<file path="src/hw/amber_wb_config.svh">
// width and burst-length macros for the wishbone master, pulled in with `include by each user

`ifndef AMBER_WB_CONFIG_SVH
`define AMBER_WB_CONFIG_SVH

// ========================================
// bus widths
// ========================================

// byte address width on the wishbone bus
`define AWB_ADDR_W 32

// data word width, one word per ack
`define AWB_DATA_W 32

// one select bit per byte lane of a data word
`define AWB_SEL_W 4

// ========================================
// cache line
// ========================================

// words per cache-line burst, the burst wraps inside one line
`define AWB_BURST_LEN 4

`endif

</file>
<file path="src/hw/core_req_pkg.sv">
// packed structs for the instruction and data cache requests, imported by the master and its testbench

`include "amber_wb_config.svh"

package core_req_pkg;

    // ========================================
    // instruction cache
    // ========================================

    // the instruction cache only ever reads
    // qword asks for a full line burst that starts at the addressed word
    typedef struct packed {
        logic [`AWB_ADDR_W-1:0] addr;
        logic                   qword;
    } icache_req_t;

    // ========================================
    // data cache
    // ========================================

    // one request format covers single reads, line fills and writes
    // qword is only honoured when write is low
    // be carries the byte enables of a write and is ignored for reads
    typedef struct packed {
        logic [`AWB_ADDR_W-1:0] addr;
        logic                   qword;
        logic                   write;
        logic [`AWB_DATA_W-1:0] wdata;
        logic [`AWB_SEL_W-1:0]  be;
    } dcache_req_t;

    // the two formats share the address field at the top of the struct
    // so a request can be routed by looking only at pending and the payload

endpackage

</file>
<file path="src/hw/wb_bus_pkg.sv">
// packed structs for both directions of the wishbone bus, imported by the master and its testbench

`include "amber_wb_config.svh"

package wb_bus_pkg;

    // ========================================
    // master to slave
    // ========================================

    // everything the master drives onto the bus
    // adr, sel, we and dat must hold still while stb waits for ack
    typedef struct packed {
        logic [`AWB_ADDR_W-1:0] adr;
        logic [`AWB_SEL_W-1:0]  sel;
        logic                   we;
        logic [`AWB_DATA_W-1:0] dat;
        logic                   cyc;
        logic                   stb;
    } wb_m2s_t;

    // ========================================
    // slave to master
    // ========================================

    // read data comes back in the same cycle as its ack
    // every cycle with ack high completes exactly one word
    typedef struct packed {
        logic [`AWB_DATA_W-1:0] dat;
        logic                   ack;
    } wb_s2m_t;

endpackage

</file>
<file path="src/hw/amber_wb_master.sv">
// top level of the wishbone master, connects the two cache request holders to the bus sequencer

`timescale 1ns/1ps

`include "amber_wb_config.svh"

module amber_wb_master
    import wb_bus_pkg::*, core_req_pkg::*;
(
    input  logic                   i_clk,
    input  logic                   quick_n_reset,
    input  logic                   i_icache_req,
    input  icache_req_t            i_icache,
    output logic                   o_icache_ready,
    output logic [`AWB_DATA_W-1:0] o_icache_rdata,
    input  logic                   i_dcache_req,
    input  dcache_req_t            i_dcache,
    output logic                   o_dcache_ready,
    output logic [`AWB_DATA_W-1:0] o_dcache_rdata,
    output wb_m2s_t                o_wb,
    input  wb_s2m_t                i_wb
);

    // held request from each cache and the matching completion from the sequencer
    logic                   ipend;
    icache_req_t            ireq_q;
    logic                   idone;
    logic                   dpend;
    dcache_req_t            dreq_q;
    logic                   ddone;
    logic [`AWB_DATA_W-1:0] rdata;

    // ========================================
    // request holders
    // ========================================

    core_req_hold #(.T(icache_req_t)) u_ihold (
        .i_clk         (i_clk),
        .quick_n_reset (quick_n_reset),
        .i_req         (i_icache_req),
        .i_payload     (i_icache),
        .i_done        (idone),
        .o_pending     (ipend),
        .o_payload     (ireq_q)
    );

    core_req_hold #(.T(dcache_req_t)) u_dhold (
        .i_clk         (i_clk),
        .quick_n_reset (quick_n_reset),
        .i_req         (i_dcache_req),
        .i_payload     (i_dcache),
        .i_done        (ddone),
        .o_pending     (dpend),
        .o_payload     (dreq_q)
    );

    // ========================================
    // bus sequencer
    // ========================================

    wb_sequencer u_seq (
        .i_clk          (i_clk),
        .quick_n_reset  (quick_n_reset),
        .i_ipend        (ipend),
        .i_ireq         (ireq_q),
        .i_dpend        (dpend),
        .i_dreq         (dreq_q),
        .o_idone        (idone),
        .o_ddone        (ddone),
        .o_icache_ready (o_icache_ready),
        .o_dcache_ready (o_dcache_ready),
        .o_rdata        (rdata),
        .o_wb           (o_wb),
        .i_wb           (i_wb)
    );

    // both caches see the bus data, their ready pulse says whose word it is
    assign o_icache_rdata = rdata;
    assign o_dcache_rdata = rdata;

endmodule

</file>
<file path="src/hw/core_req_hold.sv">
// holds one cache request pending until the bus master finishes it, instantiated once per cache

`timescale 1ns/1ps

module core_req_hold
#(
    parameter type T = logic
)
(
    input  logic i_clk,
    input  logic quick_n_reset,
    input  logic i_req,
    input  T     i_payload,
    input  logic i_done,
    output logic o_pending,
    output T     o_payload
);

    // the strobe only lasts one cycle so the request must be kept here
    logic pending_r;
    T     payload_r;

    // ========================================
    // pending flag
    // ========================================

    // a new strobe wins over done so a request issued in the final-ack cycle is not lost
    always_ff @(posedge i_clk)
    begin
        if (!quick_n_reset)
        begin
            pending_r <= 1'b0;
        end
        else if (i_req)
        begin
            pending_r <= 1'b1;
        end
        else if (i_done)
        begin
            pending_r <= 1'b0;
        end
    end

    // ========================================
    // payload
    // ========================================

    // payload is captured with the strobe and stays put while the bus works on it
    always_ff @(posedge i_clk)
    begin
        if (i_req)
        begin
            payload_r <= i_payload;
        end
    end

    assign o_pending = pending_r;
    assign o_payload = payload_r;

    // a requester waits for its last ready pulse before it strobes again
    // the only overlap allowed is a strobe in the very cycle the sequencer finishes
    a_no_overlap: assert property (@(posedge i_clk) disable iff (!quick_n_reset)
        (i_req && pending_r) |-> i_done);

endmodule

</file>
<file path="src/hw/wb_sequencer.sv">
// arbitrates the two held cache requests and runs them as wishbone single or burst cycles

`timescale 1ns/1ps

`include "amber_wb_config.svh"

module wb_sequencer
    import wb_bus_pkg::*, core_req_pkg::*;
(
    input  logic                   i_clk,
    input  logic                   quick_n_reset,
    input  logic                   i_ipend,
    input  icache_req_t            i_ireq,
    input  logic                   i_dpend,
    input  dcache_req_t            i_dreq,
    output logic                   o_idone,
    output logic                   o_ddone,
    output logic                   o_icache_ready,
    output logic                   o_dcache_ready,
    output logic [`AWB_DATA_W-1:0] o_rdata,
    output wb_m2s_t                o_wb,
    input  wb_s2m_t                i_wb
);

    // byte offset bits inside a word and word index bits inside a line
    localparam int WOFF_W = $clog2(`AWB_SEL_W);
    localparam int BIDX_W = $clog2(`AWB_BURST_LEN);

    // burst1..3 each wait for one ack, wait_ack waits for the last one
    typedef enum logic [2:0] {
        ST_IDLE,
        ST_BURST1,
        ST_BURST2,
        ST_BURST3,
        ST_WAIT_ACK
    } wb_state_e;

    wb_state_e              state_r;
    // high while the data cache owns the current access
    logic                   serve_d_r;
    logic                   stb_r;
    logic                   we_r;
    logic [`AWB_ADDR_W-1:0] adr_r;
    logic [`AWB_SEL_W-1:0]  sel_r;
    logic [`AWB_DATA_W-1:0] dat_r;

    logic                   ack_c;
    logic                   start_c;
    logic                   pick_d_c;
    logic                   dquad_c;
    logic                   iquad_c;
    logic                   step_c;
    logic                   final_c;

    // the address low bits point at the first enabled lane for byte and halfword writes
    // every other pattern is sent word aligned
    function automatic logic [WOFF_W-1:0] lane_offset(input logic [`AWB_SEL_W-1:0] be);
        logic [WOFF_W-1:0] off;
        begin
            off = '0;
            case (be)
                4'b0001: off = 2'd0;
                4'b0010: off = 2'd1;
                4'b0100: off = 2'd2;
                4'b1000: off = 2'd3;
                4'b0011: off = 2'd0;
                4'b1100: off = 2'd2;
                default: off = 2'd0;
            endcase
            return off;
        end
    endfunction

    // ========================================
    // decode
    // ========================================

    // an ack only counts while we are actually strobing
    assign ack_c    = stb_r && i_wb.ack;
    assign start_c  = (state_r == ST_IDLE) && (i_dpend || i_ipend);
    // data cache has priority whenever both are waiting
    assign pick_d_c = i_dpend;
    assign dquad_c  = i_dreq.qword && !i_dreq.write;
    assign iquad_c  = i_ireq.qword;
    // the first three beats of a line fill move the word index on
    assign step_c   = ack_c && ((state_r == ST_BURST1) || (state_r == ST_BURST2) ||
                                (state_r == ST_BURST3));
    assign final_c  = (state_r == ST_WAIT_ACK) && ack_c;

    // ========================================
    // control FSM
    // ========================================

    always_ff @(posedge i_clk)
    begin
        if (!quick_n_reset)
        begin
            state_r   <= ST_IDLE;
            serve_d_r <= 1'b0;
            stb_r     <= 1'b0;
            we_r      <= 1'b0;
        end
        else
        begin
            case (state_r)
                ST_IDLE:
                begin
                    if (start_c)
                    begin
                        stb_r     <= 1'b1;
                        serve_d_r <= pick_d_c;
                        if (pick_d_c)
                        begin
                            we_r    <= i_dreq.write;
                            state_r <= dquad_c ? ST_BURST1 : ST_WAIT_ACK;
                        end
                        else
                        begin
                            we_r    <= 1'b0;
                            state_r <= iquad_c ? ST_BURST1 : ST_WAIT_ACK;
                        end
                    end
                end
                ST_BURST1:
                begin
                    if (ack_c)
                    begin
                        state_r <= ST_BURST2;
                    end
                end
                ST_BURST2:
                begin
                    if (ack_c)
                    begin
                        state_r <= ST_BURST3;
                    end
                end
                ST_BURST3:
                begin
                    if (ack_c)
                    begin
                        state_r <= ST_WAIT_ACK;
                    end
                end
                ST_WAIT_ACK:
                begin
                    // the bus always drops for a cycle between accesses
                    if (ack_c)
                    begin
                        state_r <= ST_IDLE;
                        stb_r   <= 1'b0;
                        we_r    <= 1'b0;
                    end
                end
                default:
                begin
                    state_r <= ST_IDLE;
                end
            endcase
        end
    end

    // ========================================
    // address, select and write data
    // ========================================

    always_ff @(posedge i_clk)
    begin
        if (start_c && pick_d_c)
        begin
            adr_r[`AWB_ADDR_W-1:WOFF_W] <= i_dreq.addr[`AWB_ADDR_W-1:WOFF_W];
            adr_r[WOFF_W-1:0]           <= i_dreq.write ? lane_offset(i_dreq.be) : '0;
            sel_r                       <= i_dreq.write ? i_dreq.be : '1;
            dat_r                       <= i_dreq.wdata;
        end
        else if (start_c)
        begin
            // instruction fetches are always full aligned words
            adr_r[`AWB_ADDR_W-1:WOFF_W] <= i_ireq.addr[`AWB_ADDR_W-1:WOFF_W];
            adr_r[WOFF_W-1:0]           <= '0;
            sel_r                       <= '1;
        end
        else if (step_c)
        begin
            // the word index wraps so the fill stays inside its line
            adr_r[WOFF_W +: BIDX_W] <= adr_r[WOFF_W +: BIDX_W] + BIDX_W'(1);
        end
    end

    // ========================================
    // outputs
    // ========================================

    always_comb
    begin
        o_wb.adr = adr_r;
        o_wb.sel = sel_r;
        o_wb.we  = we_r;
        o_wb.dat = dat_r;
        // cyc covers the whole access from the first strobe to the final ack
        o_wb.cyc = (state_r != ST_IDLE);
        o_wb.stb = stb_r;
    end

    // ready follows every ack of the owner, done only the last one
    assign o_icache_ready = ack_c && !serve_d_r;
    assign o_dcache_ready = ack_c && serve_d_r;
    assign o_idone        = final_c && !serve_d_r;
    assign o_ddone        = final_c && serve_d_r;
    assign o_rdata        = i_wb.dat;

    // a line fill takes one step per ack, keeps stb up and moves the word index on by one
    a_burst1: assert property (@(posedge i_clk) disable iff (!quick_n_reset)
        (state_r == ST_BURST1 && ack_c) |=>
            (state_r == ST_BURST2) && o_wb.stb &&
            (o_wb.adr[WOFF_W +: BIDX_W] == $past(o_wb.adr[WOFF_W +: BIDX_W]) + BIDX_W'(1)));
    a_burst2: assert property (@(posedge i_clk) disable iff (!quick_n_reset)
        (state_r == ST_BURST2 && ack_c) |=>
            (state_r == ST_BURST3) && o_wb.stb &&
            (o_wb.adr[WOFF_W +: BIDX_W] == $past(o_wb.adr[WOFF_W +: BIDX_W]) + BIDX_W'(1)));
    a_burst3: assert property (@(posedge i_clk) disable iff (!quick_n_reset)
        (state_r == ST_BURST3 && ack_c) |=>
            (state_r == ST_WAIT_ACK) && o_wb.stb &&
            (o_wb.adr[WOFF_W +: BIDX_W] == $past(o_wb.adr[WOFF_W +: BIDX_W]) + BIDX_W'(1)));

    a_stb_cyc: assert property (@(posedge i_clk) disable iff (!quick_n_reset)
        o_wb.stb |-> o_wb.cyc);

    // the slave may stall for any number of cycles and must see the same beat throughout
    a_hold: assert property (@(posedge i_clk) disable iff (!quick_n_reset)
        (o_wb.stb && !i_wb.ack) |=> $stable({o_wb.adr, o_wb.sel, o_wb.we, o_wb.dat}));

endmodule

</file>
<file path="config.mk">
export PLATFORM = sky130hd
export DESIGN_NAME = amber_wb_master
export DESIGN_NICKNAME = d
export VERILOG_FILES = /design/src/hw/core_req_pkg.sv /design/src/hw/wb_bus_pkg.sv /design/src/hw/amber_wb_master.sv /design/src/hw/core_req_hold.sv /design/src/hw/wb_sequencer.sv
export VERILOG_INCLUDE_DIRS = /design/src /design/src/hw
export SDC_FILE = /design/constraint.sdc
export NUM_CORES = 1
export LEC_CHECK = 0
export ABC_CLOCK_PERIOD_IN_PS = 2800
export BUFFER_PORTS_ARGS = -buffer_cell sky130_fd_sc_hd__buf_2
export CORE_ASPECT_RATIO = 1.1
export CORE_UTILIZATION = 48
export CTS_CLUSTER_DIAMETER = 40
export DETAILED_ROUTE_END_ITERATION = 12
export PLACE_DENSITY = 0.88
export SYNTH_ARGS = -nofsm -noshare
export SYNTH_HDL_FRONTEND = slang
export SYNTH_HIERARCHICAL = 1
export SYNTH_SLANG_ARGS = --single-unit
</file>
<file path="constraint.sdc">
create_clock -name i_clk -period 2.8 [get_ports i_clk]
set_clock_uncertainty 0.1 [all_clocks]
set_input_delay 0.14 -clock i_clk [delete_from_list [all_inputs] [get_ports i_clk]]
set_output_delay 0.14 -clock i_clk [all_outputs]
set_load 0.01 [all_outputs]
</file>
==> results of run 1 <==
[final cells by class]
class / instances / share of cell area, %
Sequential cell: 175 / 59.8
Timing Repair Buffer: 278 / 22.1
Multi-Input combinational cell: 84 / 9.17
Clock buffer: 22 / 5.25
Tap cell: 184 / 2.66
Clock inverter: 10 / 0.767
Inverter: 5 / 0.217
[layer usage]
layer / track usage, % / vias up
met2: 33.6 / 200
met3: 7.15 / 46
li1: - / 1638
met1: 19.3 / 1666
met4: 11.3 / 0
met5: 0 / -
[report_power, final]
part / leakage (µW) / internal, µW / total (µW) / switching [µW]
clock: 0.000244 / 1150 / 2070 / 916
sequential: 0.00167 / 3210 / 3310 / 98.8
combinational: 0.00148 / 394 / 797 / 402
[critical path: cells and delay by family, from the launching register on]
kind | cells | cell delay [ps]
simple gates | 2 | 950
mux | 1 | 420
flops | 1 | 390
[metrics by stage]
| step | cells | area, µm² | hold WS, ps |
|---|---|---|---|
| global route | 758 | 8650 | 86.4 |
| finish | 758 | 8650 | 70.5 |
| global placement | 626 | 7130 | 180 |
| CTS | 758 | 8650 | 0.00849 |
| detailed placement | 626 | 7130 | 180 |
| floorplan | 335 | 6570 | 139 |
[timing repair]
action                                 in CTS  in global routing
resized for setup                           0                  0
hold buffers                              100                  0
endpoints found under the hold margin     107                  0
[sequential cells by signal (all words and copies together), names as in the netlist]
signal             count
u_seq/stb_r            1
u_seq/we_r             1
u_dhold/o_pending      1
u_dhold/o_payload     68
u_seq/sel_r            4
u_ihold/o_payload     31
u_seq/state_r          3
u_seq/dat_r           32
u_ihold/o_pending      1
u_seq/adr_r           32
u_seq/serve_d_r        1
[path summary, 6_finish.rpt]
check | from | end | slack [ps]
worst min register to register | u_dhold/o_payload[29]$_DFFE_PP_ | u_seq/dat_r[25]$_DFFE_PP_ | 320
worst max register to register | u_seq/state_r[1]$_SDFFE_PN0P_ | u_seq/adr_r[4]$_DFFE_PP_ | 680
worst max-delay path | u_seq/state_r[1]$_SDFFE_PN0P_ | u_seq/adr_r[4]$_DFFE_PP_ | 680
worst min-delay path | i_wb[0] | u_seq/stb_r$_SDFFE_PN0P_ | 70
==> metrics, run 1 <==
area of the multi-input gates 793 µm²; Synthesis Warnings 6; post-DP HPWL 7.49 mm; fin util 65.2%; max cap viols 0; Fin Setup TNS 0 ps; pre-CTS setup slack 696 ps; initial antenna violation count 0; achievable frequency 471 MHz; DRT met1 WL 4.61 mm; Worst Max-Slew Pin Slew 925 ps; Worst setup EP type register; slowest library cell on the worst path and2_4; CTS tree done; Initial Utilization 49.5%; DR top layer met4; syn nets 475; root buffer cell clkbuf_16; critical-path cell list nor3_2 -> and2_4 -> mux2_2; routed wl met3 911 µm; Max clock buf depth 2; outcome completed; vias in the first global route 3870; Rows 44; Area growth syn-to-layout 31.7%; # IOs 277; later-pin clock latency in the skew report 420 ps; worst hold-check path type primary input to register; clk sinks 175; CTS H-tree depth 4; Final Wtd Congestion 0.791; CP required 2870 ps; total global-route track usage 19.2%; DR vias/cell 4.68; DRC viols 0; critical path type register to register; Mapped Avg Cell Area 19.6 µm²; Register Area 5170 µm²; Tmin final 2120 ps; Worst slew margin 38.4%; RSZ-0062 raised after global routing false; nets 701; Setup Buffers After CTS 0; Tot Pwr 6180 µW; Hold Crit Depth 4; Routed WL 13.0 mm; Post-Syn Area 6570 µm²; via count 3550; Static Leak 0.00340 µW; fill count 908; Power Dens Cells 714 nW/µm²; worst path arrival time 2190 ps; commonest non-fill, non-tap cell in the layout buf_2; pin count of the biggest net entering global routing 70; max-slew violation count 0; critical path fanouts, max 33; met2 routed WL 7.02 mm; final period utilization 75.9%; per-cell routed wire length 17.1 µm; max incr delay on CP 620 ps; fin worst setup slack 676 ps; Initial DRT Pass Iterations 5; Num CTS Buffers 17; Worst IR Drop VDD 376 µV; post-synthesis instance total 335; DIE AREA 14200 µm²; die width 114 µm; CP Launch Type register; setup violators final 0; diodes inserted 0; drt initial violations 169; share of cells above drive strength 1 42.2%; clock transition at the registers of the reported paths 60 ps; reg2reg path depth 3; Core Region 13300 µm²; most frequent cells in the layout 175 x buf_2, 167 x edfxtp_1, 100 x dlygate4sd3_1; Hold Vio Cnt, Final 0; antenna-violating nets left 0; Die Height 125 µm; Port Buffer Count 176; Congestion Overflow GR 0; global-route wire length before repair 19.7 mm
Note: power is estimated with default switching activity, not from simulation.
==> inputs of run 2 (changes only) <==
--- a/config.mk
+++ b/config.mk
@@ -6,7 +6,7 @@
 export SDC_FILE = /design/constraint.sdc
 export NUM_CORES = 1
 export LEC_CHECK = 0
-export ABC_CLOCK_PERIOD_IN_PS = 2800
+export ABC_CLOCK_PERIOD_IN_PS = 2100
 export BUFFER_PORTS_ARGS = -buffer_cell sky130_fd_sc_hd__buf_2
 export CORE_ASPECT_RATIO = 1.1
 export CORE_UTILIZATION = 48
==> constraint.sdc (replaced) <==
create_clock -name i_clk -period 2.1 [get_ports i_clk]
set_clock_uncertainty 0.1 [all_clocks]
set_input_delay 0.105 -clock i_clk [delete_from_list [all_inputs] [get_ports i_clk]]
set_output_delay 0.105 -clock i_clk [all_outputs]
set_load 0.01 [all_outputs]
==> run 2 against run 1 <==
  * Cell count up 0.40%
  * Global-route usage grew 0.59 points
  * Sequential power grew 33%
  * Critical path type unchanged
  * Critical endpoint is now u_seq/adr_r[12]$_DFFE_PP_
  * Highest routed layer unchanged
==> metrics, run 2 (same netlist as run 1, synthesis figures left out) <==
outcome completed; critical-path cell list nor3_2 -> and2_4 -> buf_12 -> mux2_4; Congestion Overflow GR 0; max cap viols 0; Resize count post-CTS 0; DRC viols 0; diodes inserted 0; DR vias/cell 4.68; most frequent cells in the layout 175 x buf_2, 167 x edfxtp_1, 101 x dlygate4sd3_1; global-route wire length before repair 20.3 mm; max incr delay on CP 380 ps; vias in the first global route 3867; via count 3561; critical path type register to register; crit path to u_seq/adr_r[12]$_DFFE_PP_; Fin Setup TNS 0 ps; Hold Vio Cnt, Final 0; reg2reg setup slack 210 ps; die width 114 µm; Initial DRT Pass Iterations 4; CTS tree done; clk sinks 175; DIE AREA 14200 µm²; Max clock buf depth 2; crit-path leading delay family simple AND/OR/NAND/NOR gates; Final Wtd Congestion 0.814; setup violators final 0; per-cell routed wire length 17.4 µm; Tmin final 1890 ps; CP required 2160 ps; Die Height 125 µm; nets 704; CTS H-tree depth 4; # IOs 277; pin count of the biggest net entering global routing 45; Static Leak 0.00349 µW; Rows 44; worst hold-check path type primary input to register; Initial Utilization 49.5%; Worst R2R Start u_seq/state_r[1]$_SDFFE_PN0P_; Largest register FFs 68; max-slew violation count 0; Core Region 13300 µm²; root buffer cell clkbuf_16; post-DP HPWL 7.79 mm; Worst setup EP type register; initial antenna violation count 0; CP Launch Point u_seq/state_r[1]$_SDFFE_PN0P_; drt initial violations 232; CP Launch Type register; antenna-violating nets left 0; RSZ-0062 raised after global routing false; slowest library cell on the worst path dfxtp_1; Area growth syn-to-layout 34.4%; clock transition at the registers of the reported paths 70 ps; critical path fanouts, max 44; Worst slew margin 46.7%; Bufs and invs on worst path 1; achievable frequency 528 MHz; final period utilization 90.2%; fin util 66.5%; later-pin clock latency in the skew report 420 ps; Routed WL 13.2 mm; Worst Max-Slew Pin Slew 799 ps; reg2reg end u_seq/adr_r[12]$_DFFE_PP_; share of cells above drive strength 1 43.0%; total global-route track usage 19.8%; pre-CTS setup slack 253 ps; Power Dens Cells 1000 nW/µm²; CP Depth 4; fin worst setup slack 205 ps; Worst IR Drop VDD 755 µV; Port Buffer Count 176; Tot Pwr 8850 µW; reg2reg path depth 4; Num CTS Buffers 17; commonest non-fill, non-tap cell in the layout buf_2; worst path arrival time 1960 ps
## run 2: changes by cell type in the layout (fill, tap and decap cells not counted), moves of 3 or more
| cell | before | now |
|---|---|---|
| clkinvlp_4 | 4 | 1 |
| clkbuf_1 | 4 | 1 |
| buf_12 | 1 | 4 |
| clkinv_4 | 0 | 3 |
| bufinv_16 | 0 | 4 |
## run 2: timing repair
item | 4_1_cts | 5_1_grt
buffers inserted | 0 | 0
hold endpoints to repair | 107 | 0
hold buffers | 101 | 0
## run 2: stage by stage
stage / instances / instance area (µm²) / hold slack, ps
after detailed placement: 628 / 7180 / 110
after floorplan: 335 / 6570 / 104
after global routing: 761 / 8830 / 32.6
after global placement: 628 / 7180 / 110
after CTS: 761 / 8830 / 27.4
final: 761 / 8830 / 31.0
## run 2: layer usage
layer	GRT usage (%)	vias up	wire length (µm)	share of wire, %
met1	19.7	1699	4730	36
met5	0	-	0	0
li1	-	1645	-	-
met4	8.44	0	304	2.3
met2	36.2	182	7300	55
met3	7.74	35	888	6.7
## run 2: area by class of cell
class,count,area [µm²]
flip-flops and latches,175,5170
fillers,849,4440
repair buffers,281,1970
multi-input cells,84,793
clock buffers,18,429
well taps,184,230
clock inverters,14,205
inverters,5,18.8
## run 2: worst min path at each step
| stage | from | endpoint | slack, ps | depth (start not counted) |
|---|---|---|---|---|
| 2_1_floorplan | i_dcache[0] | u_dhold/o_payload[0]$_DFFE_PP_ | 100 | 0 |
| 3_3_place_gp | i_wb[25] | o_dcache_rdata[24] | 110 | 0 |
| 3_5_place_dp | i_wb[25] | o_dcache_rdata[24] | 110 | 0 |
| 4_1_cts | i_dcache_req | u_dhold/o_payload[60]$_DFFE_PP_ | 30 | 1 |
| 5_1_grt | i_dcache_req | u_dhold/o_payload[57]$_DFFE_PP_ | 30 | 1 |
| 6_report | i_dcache_req | u_dhold/o_payload[60]$_DFFE_PP_ | 30 | 1 |
## run 2: power breakdown
group / leakage [µW] / total (µW) / internal [µW] / switching [µW]
logic: 0.00150 / 1090 / 552 / 541
clock network: 0.000308 / 3340 / 2020 / 1320
registers: 0.00167 / 4410 / 4280 / 133
total: 0.00349 / 8850 / 6850 / 2000
## run 2: worst reg2reg max path: cells and delay by family (launching register included)
kind	cells	cell delay (ps)
buffers and inverters	1	250
DFF	1	380
muxes	1	390
and+or+nand+nor	2	540
==> inputs of run 3 (changes only) <==
--- a/config.mk
+++ b/config.mk
@@ -6,13 +6,13 @@
 export SDC_FILE = /design/constraint.sdc
 export NUM_CORES = 1
 export LEC_CHECK = 0
-export ABC_CLOCK_PERIOD_IN_PS = 2100
+export ABC_CLOCK_PERIOD_IN_PS = 1600
 export BUFFER_PORTS_ARGS = -buffer_cell sky130_fd_sc_hd__buf_2
 export CORE_ASPECT_RATIO = 1.1
-export CORE_UTILIZATION = 48
+export CORE_UTILIZATION = 43
 export CTS_CLUSTER_DIAMETER = 40
 export DETAILED_ROUTE_END_ITERATION = 12
-export PLACE_DENSITY = 0.88
+export PLACE_DENSITY = 0.84
 export SYNTH_ARGS = -nofsm -noshare
 export SYNTH_HDL_FRONTEND = slang
 export SYNTH_HIERARCHICAL = 1
==> constraint.sdc (replaced) <==
create_clock -name i_clk -period 1.6 [get_ports i_clk]
set_clock_uncertainty 0.1 [all_clocks]
set_input_delay 0.08 -clock i_clk [delete_from_list [all_inputs] [get_ports i_clk]]
set_output_delay 0.08 -clock i_clk [all_outputs]
set_load 0.01 [all_outputs]
==> run 3 against run 2 <==
  * Wire length grew 3.3%
  * Non-clock buffer count is 11 higher
  * Global-route usage shrank 2.1 points
  * Highest routed layer unchanged
  * Power is 28% higher
  * The flow now finishes with violations (DRC, setup timing)
  * Worst setup slack worse by 210 ps
  * Sequential cell count unchanged
  * Sequential share of layout area down 0.85 points
  * Die area up 11%
  * Largest power group unchanged
  * Hold slack got worse by 3.9 ps
  * Largest cell class unchanged
  * Critical endpoint is now u_seq/adr_r[4]$_DFFE_PP_
==> metrics, run 3 (same netlist as run 1, synthesis figures left out) <==
worst path arrival time 1680 ps; fin worst setup slack -6.54 ps; Worst setup EP type register; vias in the first global route 3973; global-route wire length before repair 20.5 mm; Static Leak 0.00354 µW; total global-route track usage 17.7%; initial antenna violation count 0; Final Wtd Congestion 0.808; DRC viols 2; Worst IR Drop VDD 856 µV; Hold Worst Slack 27.1 ps; achievable frequency 622 MHz; outcome finished with violations; worst hold-check path type primary input to register; Worst slew margin 72.6%; Power Dens Cells 1260 nW/µm²; failing checks DRC, setup timing; final period utilization 100%; Initial DRT Pass Iterations 8; Tot Pwr 11300 µW; max cap viols 0; Routed WL 13.6 mm; post-DP HPWL 8.24 mm; critical path fanouts, max 15; Core Region 15000 µm²; Num CTS Buffers 17; later-pin clock latency in the skew report 420 ps; Die Height 132 µm; CTS H-tree depth 4; clk sinks 175; Register Area 5180 µm²; root buffer cell clkbuf_16; CP Launch Type register; pin count of the biggest net entering global routing 70; setup violators final 1; Largest register FFs 68; Rows 47; via count 3671; slowest library cell on the worst path dfxtp_2; Max clock buf depth 2; most frequent cells in the layout 175 x buf_2, 167 x edfxtp_1, 101 x dlygate4sd3_1; fill count 1092; # IOs 277; Congestion Overflow GR 0; clock transition at the registers of the reported paths 70 ps; CTS tree done; Hold Vio Cnt, Final 0; commonest non-fill, non-tap cell in the layout buf_2; die width 120 µm; critical-path cell list nor3_4 -> and2_4 -> buf_12 -> mux2_4; diodes inserted 0; max incr delay on CP 330 ps; area of the multi-input gates 822 µm²; critical path type register to register; reg2reg setup slack -7 ps; pre-CTS setup slack -10.3 ps; Initial Utilization 43.8%; share of cells above drive strength 1 44.4%; Tmin final 1610 ps; Worst Max-Slew Pin Slew 411 ps; max-slew violation count 0; DR vias/cell 4.68; Port Buffer Count 176; drt initial violations 153; per-cell routed wire length 17.4 µm; Area growth syn-to-layout 36.4%; CP required 1670 ps; nets 715; RSZ-0062 raised after global routing true; crit-path leading delay family simple AND/OR/NAND/NOR gates; DIE AREA 15800 µm²; fin area 8960 µm²; placed inst area 7300 µm²; fin util 59.7%; Bufs and invs on worst path 1; antenna-violating nets left 0
## run 3: final timing paths
path / depth (start not counted) / end / start
max: 4 / u_seq/adr_r[4]$_DFFE_PP_ / u_seq/state_r[1]$_SDFFE_PN0P_
min: 2 / u_ihold/o_payload[12]$_DFFE_PP_ / i_icache_req
max reg2reg: 4 / u_seq/adr_r[4]$_DFFE_PP_ / u_seq/state_r[1]$_SDFFE_PN0P_
min reg2reg: 0 / u_seq/dat_r[0]$_DFFE_PP_ / u_dhold/o_payload[4]$_DFFE_PP_
## run 3: layer usage
metal  up-vias  part of all wire [%]  GRT usage [%]
met2       156                    55           31.8
met1      1799                    35           17.6
li1       1664                     -              -
met5         -                     0              0
met4         0                   4.1           10.1
met3        52                   5.8           5.95
## run 3: area by class of cell
type                    count  area share [%]
flip-flops and latches    175            57.8
repair buffers            292            23.7
multi-input cells          84            9.18
clock buffers              21            5.03
well taps                 196            2.74
clock inverters            11            1.30
inverters                   5           0.251
## run 3: power by group
group / total, µW / switching (µW) / internal (µW) / leakage, µW
combinational: 1600 / 760 / 841 / 0.00160
clock: 3930 / 1610 / 2330 / 0.000275
sequential: 5790 / 177 / 5620 / 0.00167
## run 3: what timing repair did
action | CTS | global route
endpoints found under the hold margin | 107 | 0
gates cloned | 0 | 2
gates resized for setup | 3 | 3
endpoints found under the setup margin | 21 | 62
setup buffers | 1 | 0
hold buffers | 101 | 0
## run 3: worst register-to-register path, delay by kind of cell, from the launching register on
| family | cells | cell delay (ps) |
|---|---|---|
| buffers and inverters | 1 | 190 |
| flip-flops | 1 | 330 |
| multiplexers | 1 | 330 |
| AND/OR/NAND/NOR | 2 | 410 |
## run 3: through the flow
stage,setup TNS [ps],instances
after floorplan,-3950,335
after global placement,0,648
after detailed placement,-19.8,648
after CTS,-195,782
after global routing,-1720,784
final,-6.54,784
